$ cat src/logic/fpau_cfg.svh
`ifndef FPAU_CFG_SVH
`define FPAU_CFG_SVH

// single-precision word layout
`define FPAU_DATA_W     32
`define FPAU_EXP_W      8
`define FPAU_MAN_W      23
`define FPAU_EXP_BIAS   127

`define FPAU_U_EXP_MAX  158   // 2^31 still fits unsigned
`define FPAU_S_EXP_MAX  157   // 2^30 is the top signed power

// APB register map
`define FPAU_ADDR_W     5
`define FPAU_REG_OPA    5'h00
`define FPAU_REG_OPB    5'h04
`define FPAU_REG_CTRL   5'h08   // [3:0] opcode, [4] unsigned
`define FPAU_REG_RESULT 5'h0C
`define FPAU_REG_STATUS 5'h10   // [0] done

`endif

$ cat src/logic/fpau_pkg.sv
`include "fpau_cfg.svh"

package fpau_pkg;

	typedef logic [`FPAU_DATA_W-1:0] fp_word_t;

	// codes 0, 1 and 13..15 are unused and give zero
	typedef enum logic [3:0] {
		OP_SGNJ  = 4'd2,
		OP_SGNJN = 4'd3,
		OP_SGNJX = 4'd4,
		OP_MAX   = 4'd5,
		OP_MIN   = 4'd6,
		OP_EQ    = 4'd7,
		OP_LT    = 4'd8,
		OP_LE    = 4'd9,
		OP_MOV   = 4'd10,
		OP_F2I   = 4'd11,
		OP_I2F   = 4'd12
	} fp_op_e;

endpackage

$ cat src/logic/fpau_sign_cmp.sv
`timescale 1ns/1ps
`include "fpau_cfg.svh"

module fpau_sign_cmp import fpau_pkg::*;
(
	input  fp_word_t op_a,
	input  fp_word_t op_b,
	input  fp_op_e   op,
	output fp_word_t cmp_result
);

	localparam int SB = `FPAU_DATA_W - 1;  // sign bit

	logic     sign_a;
	logic     sign_b;
	fp_word_t key_a;
	fp_word_t key_b;
	logic     key_lt;

	assign sign_a = op_a[SB];
	assign sign_b = op_b[SB];

	// ordering key, sign bit flipped
	assign key_a = {~sign_a, op_a[SB-1:0]};
	assign key_b = {~sign_b, op_b[SB-1:0]};
	assign key_lt = key_a < key_b;

	always_comb
	begin
		case (op)
		OP_SGNJ:
			cmp_result = {sign_b, op_a[SB-1:0]};
		OP_SGNJN:
			cmp_result = {~sign_b, op_a[SB-1:0]};
		OP_SGNJX:
			cmp_result = {sign_a ^ sign_b, op_a[SB-1:0]};
		OP_MAX:
			cmp_result = key_lt ? op_b : op_a;
		OP_MIN:
			cmp_result = key_lt ? op_a : op_b;
		// compares work on the raw patterns
		OP_EQ:
			cmp_result = fp_word_t'(op_a == op_b);
		OP_LT:
			cmp_result = fp_word_t'(op_a < op_b);
		OP_LE:
			cmp_result = fp_word_t'(op_a <= op_b);
		OP_MOV:
			cmp_result = op_a;  // bit pattern to integer side
		default:
			cmp_result = '0;
		endcase
	end

endmodule

$ cat src/logic/fpau_convert.sv
`timescale 1ns/1ps
`include "fpau_cfg.svh"

module fpau_convert import fpau_pkg::*;
(
	input  fp_word_t op_a,
	input  fp_op_e   op,
	input  logic     is_unsigned,
	output fp_word_t conv_result
);

	localparam int DW = `FPAU_DATA_W;
	localparam int EW = `FPAU_EXP_W;
	localparam int MW = `FPAU_MAN_W;
	localparam int WIDE_W = DW + MW;       // room for 1.m shifted by up to 31
	localparam int IDX_W = $clog2(DW);

	localparam logic [EW-1:0] BIAS = `FPAU_EXP_BIAS;
	localparam logic [EW-1:0] U_MAX = `FPAU_U_EXP_MAX;
	localparam logic [EW-1:0] S_MAX = `FPAU_S_EXP_MAX;

	logic          a_sign;
	logic [EW-1:0] a_exp;
	logic [MW-1:0] a_man;

	logic              f2i_zero;
	logic [EW-1:0]     f2i_shift;
	logic [WIDE_W-1:0] f2i_wide;
	fp_word_t          f2i_mag;
	fp_word_t          f2i_val;

	logic             i2f_sign;
	fp_word_t         i2f_mag;
	logic [IDX_W-1:0] lead;
	fp_word_t         i2f_norm;
	logic [EW-1:0]    i2f_exp;
	fp_word_t         i2f_val;

	assign a_sign = op_a[DW-1];
	assign a_exp = op_a[DW-2 -: EW];
	assign a_man = op_a[MW-1:0];

	// float to integer, truncating
	always_comb
	begin
		f2i_zero = (a_exp < BIAS)
			|| (is_unsigned && (a_sign || a_exp > U_MAX))
			|| (!is_unsigned && a_exp > S_MAX);
		f2i_shift = a_exp - BIAS;
		f2i_wide = {{(WIDE_W-MW-1){1'b0}}, 1'b1, a_man} << f2i_shift;
		f2i_mag = f2i_wide[WIDE_W-1 -: DW];  // drop the fraction bits
		if (f2i_zero)
			f2i_val = '0;
		else if (!is_unsigned && a_sign)
			f2i_val = -f2i_mag;
		else
			f2i_val = f2i_mag;
	end

	// integer to float, truncating
	always_comb
	begin
		i2f_sign = !is_unsigned && op_a[DW-1];
		i2f_mag = i2f_sign ? -op_a : op_a;
		lead = '0;
		for (int i = 0; i < DW; i++)
		begin
			if (i2f_mag[i])
				lead = IDX_W'(i);  // highest set bit wins
		end
		i2f_norm = i2f_mag << (~lead);  // leading one to bit 31
		i2f_exp = BIAS + {{(EW-IDX_W){1'b0}}, lead};
		if (i2f_mag == '0)
			i2f_val = '0;
		else
			i2f_val = {i2f_sign, i2f_exp, i2f_norm[DW-2 -: MW]};
	end

	always_comb
	begin
		case (op)
		OP_F2I:
			conv_result = f2i_val;
		OP_I2F:
			conv_result = i2f_val;
		default:
			conv_result = '0;
		endcase
	end

endmodule

$ cat src/logic/fpau_apb_regs.sv
`timescale 1ns/1ps
`include "fpau_cfg.svh"

module fpau_apb_regs import fpau_pkg::*;
(
	input  logic                    pclk,
	input  logic                    rst_n,
	input  logic                    psel,
	input  logic                    penable,
	input  logic                    pwrite,
	input  logic [`FPAU_ADDR_W-1:0] paddr,
	input  fp_word_t                pwdata,
	output fp_word_t                prdata,
	output logic                    pready,
	output logic                    pslverr,
	output fp_word_t                op_a,
	output fp_word_t                op_b,
	output fp_op_e                  op,
	output logic                    is_unsigned,
	input  fp_word_t                cmp_result,
	input  fp_word_t                conv_result
);

	fp_word_t   opa_q;
	fp_word_t   opb_q;
	logic [3:0] op_q;
	logic       uns_q;
	fp_word_t   result_q;
	logic       done_q;

	logic     setup;
	logic     access;
	logic     bad_addr;
	logic     bad_write;
	logic     wr_ok;
	logic     launch;
	fp_word_t rdata;
	fp_word_t unit_result;

	assign setup = psel && !penable;
	assign access = psel && penable;
	assign bad_addr = paddr > `FPAU_REG_STATUS;
	assign bad_write = pwrite && (paddr == `FPAU_REG_RESULT || paddr == `FPAU_REG_STATUS);
	assign wr_ok = access && pwrite && !bad_addr && !bad_write;
	assign launch = wr_ok && paddr == `FPAU_REG_CTRL;

	assign pready = 1'b1;  // no wait states
	assign pslverr = access && (bad_addr || bad_write);

	assign op_a = opa_q;
	assign op_b = opb_q;
	// during a launch the units already see the new opcode
	assign op = fp_op_e'(launch ? pwdata[3:0] : op_q);
	assign is_unsigned = launch ? pwdata[4] : uns_q;

	assign unit_result = (op == OP_F2I || op == OP_I2F) ? conv_result : cmp_result;

	always_comb
	begin
		case (paddr)
		`FPAU_REG_OPA:
			rdata = opa_q;
		`FPAU_REG_OPB:
			rdata = opb_q;
		`FPAU_REG_CTRL:
			rdata = {{(`FPAU_DATA_W-5){1'b0}}, uns_q, op_q};
		`FPAU_REG_RESULT:
			rdata = result_q;
		`FPAU_REG_STATUS:
			rdata = {{(`FPAU_DATA_W-1){1'b0}}, done_q};
		default:
			rdata = '0;
		endcase
	end

	always_ff @(posedge pclk)
	begin
		if (!rst_n)
		begin
			opa_q <= '0;
			opb_q <= '0;
			op_q <= '0;
			uns_q <= 1'b0;
			result_q <= '0;
			done_q <= 1'b0;
			prdata <= '0;
		end
		else
		begin
			if (wr_ok && paddr == `FPAU_REG_OPA)
				opa_q <= pwdata;
			if (wr_ok && paddr == `FPAU_REG_OPB)
				opb_q <= pwdata;
			if (launch)
			begin
				op_q <= pwdata[3:0];
				uns_q <= pwdata[4];
				result_q <= unit_result;
				done_q <= 1'b1;  // result is ready on the same edge
			end
			if (setup)
				prdata <= pwrite ? '0 : rdata;  // valid for the access phase
		end
	end

endmodule

$ cat src/logic/fpau_top.sv
`timescale 1ns/1ps
`include "fpau_cfg.svh"

module fpau_top import fpau_pkg::*;
(
	input  logic                    pclk,
	input  logic                    rst_n,
	input  logic                    psel,
	input  logic                    penable,
	input  logic                    pwrite,
	input  logic [`FPAU_ADDR_W-1:0] paddr,
	input  fp_word_t                pwdata,
	output fp_word_t                prdata,
	output logic                    pready,
	output logic                    pslverr
);

	fp_word_t op_a;
	fp_word_t op_b;
	fp_op_e   op;
	logic     is_unsigned;
	fp_word_t cmp_result;
	fp_word_t conv_result;

	fpau_apb_regs u_regs (
		.pclk        (pclk),
		.rst_n       (rst_n),
		.psel        (psel),
		.penable     (penable),
		.pwrite      (pwrite),
		.paddr       (paddr),
		.pwdata      (pwdata),
		.prdata      (prdata),
		.pready      (pready),
		.pslverr     (pslverr),
		.op_a        (op_a),
		.op_b        (op_b),
		.op          (op),
		.is_unsigned (is_unsigned),
		.cmp_result  (cmp_result),
		.conv_result (conv_result)
	);

	fpau_sign_cmp u_sign_cmp (
		.op_a       (op_a),
		.op_b       (op_b),
		.op         (op),
		.cmp_result (cmp_result)
	);

	fpau_convert u_convert (
		.op_a        (op_a),
		.op          (op),
		.is_unsigned (is_unsigned),
		.conv_result (conv_result)
	);

endmodule

$ cat config.mk
export PLATFORM = sky130hd
export DESIGN_NAME = fpau_top
export DESIGN_NICKNAME = d
export VERILOG_FILES = /design/src/logic/fpau_pkg.sv /design/src/logic/fpau_sign_cmp.sv /design/src/logic/fpau_convert.sv /design/src/logic/fpau_apb_regs.sv /design/src/logic/fpau_top.sv
export VERILOG_INCLUDE_DIRS = /design/src /design/src/logic
export SDC_FILE = /design/constraint.sdc
export NUM_CORES = 1
export LEC_CHECK = 0
export BUFFER_PORTS_ARGS = -buffer_cell sky130_fd_sc_hd__buf_2
export CAP_MARGIN = 30
export CELL_PAD_IN_SITES_DETAIL_PLACEMENT = 0
export CELL_PAD_IN_SITES_GLOBAL_PLACEMENT = 1
export CORE_MARGIN = 3
export CORE_UTILIZATION = 42
export DETAILED_ROUTE_END_ITERATION = 8
export PLACE_DENSITY_LB_ADDON = 0.3
export SLEW_MARGIN = 20
export SYNTH_ARGS = -nofsm -noshare
export SYNTH_HDL_FRONTEND = slang
export SYNTH_SLANG_ARGS = --single-unit
$ cat constraint.sdc
create_clock -name pclk -period 5.1 [get_ports pclk]
set_clock_uncertainty 0.05 [all_clocks]
set_input_delay 0.51 -clock pclk [delete_from_list [all_inputs] [get_ports pclk]]
set_output_delay 0.51 -clock pclk [all_outputs]
set_load 0.05 [all_outputs]
==> results of run 1 <==
-- worst paths after layout --
check	start	to	slack, ps	cells past startpoint
worst min register to register	u_regs.prdata[0]	u_regs.prdata[0]	410	2
worst max-delay path	u_regs.op_a[31]	u_regs.result_q[22]	80	16
worst max register to register	u_regs.op_a[31]	u_regs.result_q[22]	80	16
worst min-delay path	pwdata[19]	u_regs.op_b[19]	290	3
-- worst max-delay path: stages, from the launching register on --
cell,delay [ps]
sky130_fd_sc_hd__dfxtp_1,740
sky130_fd_sc_hd__inv_1,380
sky130_fd_sc_hd__ha_1,450
sky130_fd_sc_hd__nand4_1,130
sky130_fd_sc_hd__or2_2,350
sky130_fd_sc_hd__nor4_1,390
sky130_fd_sc_hd__o31ai_1,140
sky130_fd_sc_hd__o221ai_1,270
sky130_fd_sc_hd__nor3_1,80
sky130_fd_sc_hd__buf_4,170
sky130_fd_sc_hd__mux2i_1,170
sky130_fd_sc_hd__o22ai_2,110
sky130_fd_sc_hd__buf_4,240
sky130_fd_sc_hd__a221oi_1,480
sky130_fd_sc_hd__o211ai_1,270
sky130_fd_sc_hd__a31oi_1,290
sky130_fd_sc_hd__o21ai_0,150
-- layout make-up --
type                    count  area share
multi-input cells        1701       0.653
flip-flops and latches    134       0.153
repair buffers            279       0.116
well taps                 455      0.0325
clock buffers              19      0.0253
inverters                  57      0.0122
clock inverters            12     0.00700
diodes                      1    0.000143
-- synthesized netlist by cell type, drive strengths merged, types with 12 or more instances --
cell / instances
or4: 14
nand2b: 12
nand2: 308
o221ai: 12
o211ai: 35
mux4: 21
nor2: 126
nand3: 38
a22oi: 49
dfxtp: 134
mux2: 15
xnor2: 45
nand4: 29
or2: 17
inv: 57
and2: 44
and3: 16
clkbuf: 133
a221oi: 34
xor2: 16
mux2i: 84
o31ai: 19
nor4: 24
or3: 24
nor3: 58
o22ai: 30
a211oi: 23
buf: 58
a221o: 13
a31oi: 40
o21a: 13
a21boi: 67
ha: 41
nor2b: 14
o21ai: 177
a21oi: 95
-- kinds of logic after synthesis --
| group | count (synthesis) | share of synthesized area |
|---|---|---|
| adder cells (fa/ha/maj) | 41 | 0.0340 |
| AO/OA/AOI/OAI | 723 | 0.336 |
| other | 1 | 0.000249 |
| AND/OR/NAND/NOR | 755 | 0.247 |
| buffers and inverters | 248 | 0.0699 |
| multiplexers | 120 | 0.0983 |
| flip-flops | 134 | 0.178 |
| XOR/XNOR | 61 | 0.0364 |
-- power breakdown --
part / total (mW) / internal (mW) / switching [mW] / leakage, nW
Clock: 1.22 / 0.689 / 0.528 / 0.267
Combinational: 0.300 / 0.105 / 0.196 / 5.14
Sequential: 1.05 / 1.05 / 0.00336 / 1.08
Total: 2.57 / 1.84 / 0.727 / 6.48
-- cell usage in the layout, fill, tap and decap left out, drive strengths merged, types with 16 or more instances in the layout --
cell and instances:
xor2 16, inv 60, and3 16, or2 17, buf 279, ha 41
a211oi 23, o22ai 30, nand4 29, dfxtp 134, o21ai 177, nand3 38
mux4 21, a31oi 40, mux2i 84, a22oi 49, a221oi 34, o211ai 35
nor3 58, a21oi 95, clkbuf 19, xnor2 45, nor4 24, nor2 126
nand2 308, o31ai 19, and2 44, a21boi 67, or3 24
-- metal layers --
layer	track usage	routed length (µm)	vias to the layer above
li1	-	-	8019
met1	0.537	31900	8699
met2	0.571	32400	1171
met3	0.0894	8600	218
met4	0.176	4380	0
met5	0	0	-
-- sequential cells by signal, summed over array words and instances (netlist names) --
name,flops
u_regs.op_a,32
u_regs.uns_q,1
u_regs.prdata,32
u_regs.op_q,4
u_regs.op_b,32
u_regs.done_q,1
u_regs.result_q,32
-- stage by stage --
step / area (µm²) / hold WS, ps / TNS, ps / worst slack (ps)
5_1_grt: 17500 / 295 / 0 / 11.1
6_report: 17500 / 291 / 0 / 77.8
3_3_place_gp: 16900 / 405 / -314 / -314
2_1_floorplan: 15100 / 391 / 0 / 176
3_5_place_dp: 16900 / 409 / -293 / -293
4_1_cts: 17400 / 291 / 0 / 78.1
==> impl_metrics.toml, run 1 <==
[synth]
dominantRegCellSynth = "sky130_fd_sc_hd__dfxtp_1"
count_of_synthesis_stage_warnings_from_yosys = 0
syn-instance-count = 2083
synthesis.area_per_instance_um2 = 7.24
synth_top_area_cell = "sky130_fd_sc_hd__dfxtp_1"
yosys.cell_types.count = 105
async_reset_ff_frac = 0
mappedNetlistArea_um2 = 15100
netlist.area_leader.share = 0.178
register_bit_count_reported_by_yosys = 134
sequential_area_share_after_synthesis = 0.178
cells_taking_the_most_area_after_synthesis = "sky130_fd_sc_hd__dfxtp_1 18%, sky130_fd_sc_hd__nand2_1 7.7%, sky130_fd_sc_hd__mux2i_1 5.6%"
postSynthNetCount = 2166
number_of_enable_flip_flop_cells_after_synthesis = 0

[finish]
fillers = 3516
area_taken_by_multi_input_logic_gates_um2 = 11400
final_cells = 2658
syn_to_final_growth_pct = 16.1
layout-drive-gt1-share = 0.194
final_net_count = 2273
final-seq-area_um2 = 2690
final_util = 0.501

[pwr]
peakVddDrop_v = 0.000217
power.leakage_nw = 6.48
post-layout-total-power_mw = 2.57
power_density_nw_per_um2 = 147

[cts]
worst_setup_hold_path_clk_slew_ps = 60
clock_tree_from_tritoncts = "done"
ctsHoldBuffers = 0
tritoncts.num_buffers = 17
ctsRootBufferMaster = "sky130_fd_sc_hd__clkbuf_16"
post_cts_resized = 1
tritoncts_num_sinks = 134
cts_htree_levels = 4
post_cts_setup_bufs = 0
worst_skew_pair.late_latency_ps = 430
clk_path_buf_depth = 2

[worst_setup_path]
setup.worst_path.class = "flip-flop to flip-flop"
critical_path.endpoint_type = "flip-flop"
worst_ep_required_time_ps = 5340
worstPathMaxFanout = 16
worst-endpoint-arrival_ps = 5260
setup.worst_path.start_class = "flip-flop"

[floorplanning]
die_area_um2 = 38200
die_width_um = 195
core_region_area_um2 = 35000
top_level_pins = 76
core.rowCount = 68
die_height_um = 195
initial_core_util = 0.431

[drt]
detail-route-antenna-nets = 0
postRouteWirelength_mm = 77.3
routed_vias = 18107
post-route-drc-count = 0
drt_first_pass_iters = 6
drt_iter0_markers = 2389
avgViaCountPerCell = 6.81
wirelength_per_cell_um = 29.1

[global_route]
gr-total-overflow = 0
grtUsageTotal = 0.387
first_global_vias = 16776
grt_start_max_net_pins = 117
grt_first_pass_wirelength_mm = 113
antenna_found_initial = 1

[sta]
final-setup-viol-count = 0
max_clock_freq_mhz = 199
max_slew_margin = 0.381
post_route_fraction_of_the_period_consumed_by_the_critical_path = 0.985
finalMaxSlewViolations = 0
grt_setup_unrepaired = "no"
finalWorstPathRequiredPeriod_ps = 5020
final_hold_viol_count = 0
max_slew.worst_pin.slew_ps = 902

[placement]
placed_cells_incl_taps = 2625
dp_wirelength_mm = 60.0
buffer_ports.inserted = 74
gpl.final_weighted_congestion = 1.07

[min_path]
min_path_type = "input pin to flip-flop"

[job]
max_cap_violations = 0

[outcome]
outcome = "complete, no violations"
Note: power is estimated with default switching activity, not from simulation.
==> inputs of run 2 (changes only) <==
- GPL_TIMING_DRIVEN: default -> 0
==> impl_metrics.toml, run 2 (synthesis gave the netlist of run 1 again) <==
[pwr]
post-layout-total-power_mw = 2.66
internal_power_component_mw = 1.88
power.share.switching = 0.294
switching_power_of_the_nets_mw = 0.784
power_share_of_the_clock_group = 0.485
share_comb_of_total_power = 0.121
share_seq_of_total_power = 0.394
peakVddDrop_v = 0.000218
power.leakage_nw = 6.34
power_density_nw_per_um2 = 150

[sta]
setup_tns_after_final_layout_ps = -154
finalWorstPathRequiredPeriod_ps = 5200
post_route_fraction_of_the_period_consumed_by_the_critical_path = 1.02
max_slew_margin = 0.218
max_slew.worst_pin.slew_ps = 1170
final_hold_viol_count = 0
max_clock_freq_mhz = 192
finalMaxSlewViolations = 0
final-setup-viol-count = 3
timing.final.ws_setup_ps = -103

[floorplanning]
core_region_area_um2 = 35000
initial_core_util = 0.431
die_height_um = 195
core.rowCount = 68
die_area_um2 = 38200
die_width_um = 195
top_level_pins = 76

[drt]
avgViaCountPerCell = 7.12
wirelength_per_cell_um = 31.6
postRouteWirelength_mm = 84.7
highest_layer = "met4"
drt_iter0_markers = 2906
routed_vias = 19060
route.layer.met1.wl_mm = 32.4
post-route-drc-count = 0
wl_met3_mm = 10.9
detail-route-antenna-nets = 0
met2RoutedLength_mm = 34.8
drt_first_pass_iters = 8

[global_route]
first_global_vias = 17623
grtUsageTotal = 0.423
antenna_found_initial = 2
grt_first_pass_wirelength_mm = 121
gr-total-overflow = 0
grt_start_max_net_pins = 18

[worst_setup_path]
worst-r2r-setup-slack_ps = -100
setup.worst_path.start_class = "flip-flop"
worst-endpoint-arrival_ps = 5520
worst_ep_required_time_ps = 5420
worstRegToRegCells = 12
regToRegStartpoint = "u_regs.op_a[26]"
r2r_end = "u_regs.result_q[0]"
critical_path.endpoint_type = "flip-flop"
worstPathMaxFanout = 17
setup.worst_path.class = "flip-flop to flip-flop"

[finish]
final_cells = 2676
finalInstanceArea_um2 = 17800
layout.cells.most_common_list = "307 x sky130_fd_sc_hd__nand2_1, 156 x sky130_fd_sc_hd__o21ai_0, 128 x sky130_fd_sc_hd__dfxtp_1"
syn_to_final_growth_pct = 18.0
layout.cells.most_common = "sky130_fd_sc_hd__nand2_1"
final_net_count = 2291
layout-drive-gt1-share = 0.189

[cts]
worst_setup_hold_path_clk_slew_ps = 70
clock_tree_from_tritoncts = "done"
worst_skew_pair.late_latency_ps = 450
ctsHoldBuffers = 0
tritoncts_num_sinks = 134
clk_path_buf_depth = 2
cts_htree_levels = 4
ctsRootBufferMaster = "sky130_fd_sc_hd__clkbuf_16"
tritoncts.num_buffers = 17

[min_path]
hold_start = "pwdata[27]"
whs_path_depth = 3
hold-path-endpoint = "u_regs.op_b[27]"
min_path_type = "input pin to flip-flop"

[placement]
dpl-instance-area_um2 = 16000
buffer_ports.inserted = 74
placed_cells_incl_taps = 2613
gpl.final_weighted_congestion = 1.10
dp_wirelength_mm = 66.4

[job]
max_cap_violations = 0

[outcome]
outcome = "finished with violations"
violations = "setup timing"
run 2: changes by cell type in the layout (fill, tap and decap cells not counted), sizes merged:
cell | before | now
inv | 60 | 63
clkinv | 5 | 2
clkdlybuf4s15 | 0 | 2
clkinvlp | 3 | 4
buf | 279 | 164
clkbuf | 19 | 148
bufinv | 1 | 2
run 2: critical path, stage by stage (launching register included):
cell and delay, ps:
sky130_fd_sc_hd__dfxtp_1 590, sky130_fd_sc_hd__buf_2 400, sky130_fd_sc_hd__clkbuf_1 740, sky130_fd_sc_hd__nand3_1 310, sky130_fd_sc_hd__or3_1 380, sky130_fd_sc_hd__o211ai_1 240, sky130_fd_sc_hd__nand4_1 450, sky130_fd_sc_hd__a21oi_4 580
sky130_fd_sc_hd__nand3_1 140, sky130_fd_sc_hd__o21a_1 150, sky130_fd_sc_hd__a211oi_1 450, sky130_fd_sc_hd__o21ai_0 380, sky130_fd_sc_hd__a31oi_1 250
run 2: final cells by class:
type,instances,area (µm²)
diodes,1,2.50
plain buffers,187,967
clock buffers,17,425
clock inverters,14,164
fillers,3500,17200
inverters,57,221
multi-input cells,1701,12100
flip-flops and latches,134,2700
well taps,455,569
repair buffers,110,641
run 2: how the worst max path moves through the flow:
stage,start,end,slack (ps),cells after the start
floorplan,u_regs.op_a[23],u_regs.result_q[26],180,20
global placement,u_regs.op_a[23],u_regs.result_q[13],-1970,21
detailed placement,u_regs.op_a[23],u_regs.result_q[29],-1760,21
CTS,u_regs.op_a[23],u_regs.result_q[26],8,20
global route,u_regs.op_a[19],u_regs.result_q[27],-50,20
finish,u_regs.op_a[26],u_regs.result_q[0],-100,12
run 2: power groups by stage:
stage / clock network [mW] / logic, mW / registers (mW)
finish: 1.29 / 0.322 / 1.05
global route: 1.33 / 0.332 / 1.05
CTS: 1.28 / 0.296 / 1.05
detailed placement: 0 / 0.286 / 1.07
global placement: 0 / 0.289 / 1.07
floorplan: 0 / 0.169 / 1.07
run 2: what timing repair did:
action / CTS / global route
gates resized for setup: 113 / 110
buffers inserted: 21 / 14
pin swaps: 19 / 20
setup endpoints to repair: 32 / 31
run 2: layer usage:
metal / global-route usage / vias to the layer above
li1: - / 8078
met1: 0.551 / 9017
met2: 0.625 / 1603
met3: 0.118 / 362
met4: 0.248 / 0
met5: 0 / -
run 2: stage by stage:
stage / util / setup WS, ps / hold slack, ps
CTS: 0.494 / 7.84 / 280
floorplan: - / 176 / 391
detailed placement: 0.459 / -1760 / 412
global placement: 0.458 / -1970 / 403
global route: 0.509 / -45.3 / 278
finish: 0.509 / -103 / 276
